--- config.mk ---
export PLATFORM = sky130hd
export DESIGN_NAME = instrDecoder
export DESIGN_NICKNAME = d
export VERILOG_FILES = /design/src/design/isaPkg.sv /design/src/design/instrDecoder.sv
export SDC_FILE = /design/constraint.sdc
export NUM_CORES = 1
export LEC_CHECK = 0
export BUFFER_PORTS_ARGS = -buffer_cell sky130_fd_sc_hd__buf_2
export CAP_MARGIN = 20
export CORE_MARGIN = 2
export CORE_UTILIZATION = 28
export DETAILED_ROUTE_END_ITERATION = 16
export PLACE_DENSITY = 0.95
export SYNTH_ARGS = -nofsm -noshare
export SYNTH_HDL_FRONTEND = slang
export SYNTH_SLANG_ARGS = --single-unit
--- constraint.sdc ---
create_clock -name vclk -period 1.5
set_input_delay 0.225 -clock vclk [all_inputs]
set_output_delay 0.225 -clock vclk [all_outputs]
set_load 0.02 [all_outputs]
--- src/design/isaPkg.sv ---
package isaPkg;

    localparam int wordWidth   = 32; // data and address width
    localparam int opWidth     = 5;  // top five bits of the word
    localparam int aluOpWidth  = 5;
    localparam int regIdxWidth = 5;  // rd, rs, rt, shamt
    localparam int immWidth    = 17; // I-type immediate, sign-extended later
    localparam int targetWidth = 27; // J-type target, zero-extended later

    // primary opcodes
    typedef enum logic [opWidth-1:0] {
        opRtype = 5'b00000,
        opJ     = 5'b00001,
        opBne   = 5'b00010,
        opJal   = 5'b00011,
        opJr    = 5'b00100,
        opAddi  = 5'b00101,
        opBlt   = 5'b00110,
        opSw    = 5'b00111,
        opLw    = 5'b01000,
        opBeq   = 5'b11001,
        opSetx  = 5'b10101,
        opBex   = 5'b10110
    } opcodeT;

    // R-type function field, also forced by the decoder for I-type and branches
    typedef enum logic [aluOpWidth-1:0] {
        aluAdd = 5'b00000,
        aluSub = 5'b00001,
        aluAnd = 5'b00010,
        aluOr  = 5'b00011,
        aluSll = 5'b00100,
        aluSra = 5'b00101,
        aluMul = 5'b00110, // handed to the external mult/div unit
        aluDiv = 5'b00111
    } aluOpT;

endpackage
--- src/design/instrDecoder.sv ---
`timescale 1ns/1ps

module instrDecoder import isaPkg::*; (
    input  logic [wordWidth-1:0]   instr,
    output opcodeT                 opcode,
    output logic [regIdxWidth-1:0] rd,
    output logic [regIdxWidth-1:0] rs,
    output logic [regIdxWidth-1:0] rt,
    output logic [regIdxWidth-1:0] shamt,
    output aluOpT                  aluOp,
    output logic [immWidth-1:0]    imm,
    output logic [targetWidth-1:0] target
);

    // field positions, msb down
    localparam int rdLsb    = targetWidth - regIdxWidth; // 22
    localparam int rsLsb    = rdLsb - regIdxWidth;       // 17
    localparam int rtLsb    = rsLsb - regIdxWidth;       // 12
    localparam int shamtLsb = rtLsb - regIdxWidth;       // 7
    localparam int aluOpLsb = shamtLsb - aluOpWidth;     // 2, low two bits unused

    assign opcode = opcodeT'(instr[wordWidth-1 -: opWidth]);
    assign rd     = instr[rdLsb    +: regIdxWidth];
    assign rs     = instr[rsLsb    +: regIdxWidth];
    assign rt     = instr[rtLsb    +: regIdxWidth];
    assign shamt  = instr[shamtLsb +: regIdxWidth];
    assign imm    = instr[immWidth-1:0];    // overlaps rt/shamt/aluOp
    assign target = instr[targetWidth-1:0]; // J-type, overlaps everything below opcode

    // ALU op: from the word for R-type, forced otherwise
    always_comb begin
        case (opcode)
            opRtype:             aluOp = aluOpT'(instr[aluOpLsb +: aluOpWidth]);
            opAddi, opLw, opSw:  aluOp = aluAdd; // address / immediate add
            opBne, opBlt, opBeq: aluOp = aluSub; // compare through the subtractor
            default:             aluOp = aluAdd; // jumps, setx, bex don't care
        endcase
    end

endmodule

=== Word level (Yosys, flattened, before mapping) ===
Index checks and enable logic that the tools add are counted.

* Reduce and logical (&&, ||, !) cells: 2
* Mux-type cells: 1
* Equal/unequal tests: 3

{| class="wikitable"
|+ Operators with widths
! operator !! number
|-
| 5-bit one-hot mux with 2 select lines || 1
|-
| 5-bit by 2-bit == test with 1-bit output (second input constant) || 1
|-
| 5-bit by 3-bit == test with 1-bit output (second input constant) || 1
|-
| 5-bit == test (second input constant) || 1
|-
| 5-bit zero test || 1
|-
| 3-bit OR reduction || 1
|}

* Register bits after elaboration: 0
* Output and inout port bits: 74

=== Depth between registers and ports, before layout ===
* Depth after elaboration: 3
* Gate-level depth with buffers: 3
* Mapped depth without buffers: 3

=== Least setup slack after synthesis ===
No wires, ideal clock.

* Kind: in2out
* Start point: input instr[27]
* End point: output aluOp[1]
* Data required time: 1.275 ns
* Cell stages on the path: 3
* Data arrival time: 1.105 ns
* Buffers on the path: 0
* Slack: 0.170 ns
* Path through: or4_1 -> nor2_2 -> and2_1

* Word-level cells in the longest chain between the ends: 3
* Elaborated cells on any way between the ends: 6
* Those cells by class: eq/ne: 3; mux: 1; reduce/logical: 2

{| class="wikitable"
|+ Ends and longest elaborated chain
! item !! RTL line !! RTL
|-
| start, declared || instrDecoder.sv:4 || <nowiki>input logic [wordWidth-1:0] instr,</nowiki>
|-
| 5-bit by 2-bit == test with 1-bit output, or another cell as far along || instrDecoder.sv:32 || <nowiki>case (opcode)</nowiki>
|-
| 3-bit OR reduction || instrDecoder.sv:32 ||
|-
| 5-bit one-hot mux with 2 select lines (*) || instrDecoder.sv:32 ||
|-
| end, declared || instrDecoder.sv:10 || <nowiki>output aluOpT aluOp,</nowiki>
|}

Every way passes the cells marked *; elsewhere a longest branch is shown, timed or not.

=== Worst setup path after layout ===
* Start point: input instr[31]
* End point: output aluOp[2]

Same word-level chain as after synthesis.

==> impl_metrics.env <==
export IMPL_min_path_cells=0
export IMPL_fmax_mhz=687
export IMPL_synth_area_leaders="buf_4 (88%), and2_1 (4.3%), o21ai_1 (1.7%)"
export IMPL_place_area_um2=275
export IMPL_switchingPower_uw=54.5
export IMPL_design_area_um2=325
export IMPL_grt_usage=0.0587
export IMPL_design_die_area_um2=2480
export IMPL_hold_ws_ns=0.450
export IMPL_rows=16
export IMPL_ys_warnings_count=0
export IMPL_clkPwrFrac=0
export IMPL_fin_crit_sh=0.970
export IMPL_seqCellArea_um2=0
export IMPL_n_antenna_cell=0
export IMPL_syn_to_final_growth_pct=-44.6
export IMPL_vias=279
export IMPL_core_area_um2=1960
export IMPL_ant_nets=0
export IMPL_synth_fp_nets=112
export IMPL_synth_avg_cell_area_um2=7.34
export IMPL_first_global_vias=242
export IMPL_die_x_um=49.8
export IMPL_crit_required_ns=1.27
export IMPL_crit_chain="buf_6, or4_4, nor2_4, and2_4, buf_6"
export IMPL_grt_pass1_wl_um=1190
export IMPL_p_seq_frac=0
export IMPL_power_density_nw_per_um2=283
export IMPL_final_cells=71
export IMPL_io_pins=106
export IMPL_synthCells=80
export IMPL_grt_ovfl_total=0
export IMPL_routed_wl_um=842
export IMPL_cp_slowest_cell="or4_4"
export IMPL_maxSlewHeadroom=0.911
export IMPL_status="completed"
export IMPL_peakVddDrop_mv=0.0653
export IMPL_hp_class="primary input to output port"
export IMPL_vias_per_cell=3.93
export IMPL_rsz0062_at_grt="true"
export IMPL_critPathTopFamily="simple AND/OR/NAND/NOR gates"
export IMPL_hold_buffers=0
export IMPL_dp_cells=71
export IMPL_dp_hpwl_um=692
export IMPL_yosysSeqAreaShare=0
export IMPL_fin_tns_setup_ns=0
export IMPL_yosys_area_top_type_share=0.883
export IMPL_slew_viol_final=0
export IMPL_max_cap_violations=0
export IMPL_yosys_area_top_type="buf_4"
export IMPL_period_needed_ns=1.46
export IMPL_final_nets=78
export IMPL_port_buffers=30
export IMPL_path_buf_inv=2
export IMPL_syn_area_um2=587
export IMPL_antenna_found_initial=0
export IMPL_synth_distinct_cells=8
export IMPL_wl_per_cell_um=11.9
export IMPL_slowest_delay_ns=0.54
export IMPL_intPower_uw=37.4
export IMPL_min_delay_start="instr[8]"
export IMPL_drc=0
export IMPL_share_comb_of_total_power=1.000
export IMPL_seq_cells=0
export IMPL_cp_arrival_ns=1.23
export IMPL_dr_pass1_iters=2
export IMPL_sw_frac_of_total=0.593
export IMPL_clockBufferCount=0
export IMPL_routabilityCongestion=0.466
export IMPL_end_kind="output port"
export IMPL_critPathMaxFanout=4
export IMPL_initial_core_util=0.299
export IMPL_critPathLaunchType="primary input"
export IMPL_leakage_uw=0.000173
export IMPL_cp_common_cell="buf_6"
export IMPL_worst_pin_slew_ns=0.133
export IMPL_layout_drive_gt1_share=0.886
export IMPL_die_h_um=49.8
export IMPL_criticalPathCategory="primary input to output port"
export IMPL_grt_max_degree=5
export IMPL_whs_endpoint="imm[8]"
export IMPL_finalHoldViolCount=0
export IMPL_setup_violations_final=0
export IMPL_first_iter_violations=1
metrics by stage:
stage               setup WS [ns]  utilization  power, uW
finish                     0.0449        0.166       92.0
global route             -0.00802        0.166       98.8
CTS                        0.0184        0.161       91.5
detailed placement        -0.0268        0.140       85.5
global placement          -0.0111        0.140       84.9
floorplan                   0.170            -        277
cell families (layout without fill, tap and decap cells):
logic type,after synthesis,in the layout,share of synthesized area
buf+inv,69,33,0.883
simple gates,9,9,0.100
compound gates,2,2,0.0171
cell usage after synthesis:
| cell | instances |
|---|---|
| or4_1 | 1 |
| nor2_2 | 1 |
| o21ai_1 | 2 |
| nand4b_1 | 1 |
| nor3_1 | 1 |
| and2_1 | 4 |
| buf_4 | 69 |
| nor2b_1 | 1 |
layer usage:
metal | GRT usage | routed length, um | vias up
met5 | 0 | 0 | -
met4 | 0.0417 | 54 | 0
met3 | 0.0212 | 190 | 12
met2 | 0.118 | 388 | 44
met1 | 0.0440 | 209 | 116
li1 | - | - | 107
layout by cell type, fill, tap and decap left out:
cell,count
buf_6,5
buf_4,3
or4_4,1
nor3_1,1
nor2b_1,1
nor2_4,1
and2_4,4
o21ai_1,2
buf_2,25
nand4b_1,1
repair_timing:
item	CTS	global route
buffers inserted	0	0
gates cloned	0	0
endpoints found under the setup margin	4	4
gates resized for setup	12	3
pin swaps	4	3
how the worst max path moves through the flow:
stage | from | end | slack, ns | cells after the start
floorplan | instr[27] | aluOp[1] | 0.17 | 3
global placement | instr[27] | aluOp[3] | -0.01 | 5
detailed placement | instr[27] | aluOp[3] | -0.03 | 5
CTS | instr[31] | aluOp[2] | 0.02 | 5
global route | instr[31] | aluOp[2] | -0.008 | 5
finish | instr[31] | aluOp[2] | 0.04 | 5
power by group through the flow:
stage	registers [uW]	logic (uW)	clock network (uW)
global route	0	98.8	0
CTS	0	91.5	0
detailed placement	0	85.5	0
floorplan	0	277	0
global placement	0	84.9	0
finish	0	92.0	0
cell type report:
type,count,area (um2)
well taps,27,33.8
multi-input cells,11,87.6
fillers,233,1640
repair buffers,33,204
(Power assumes the default switching activity.)
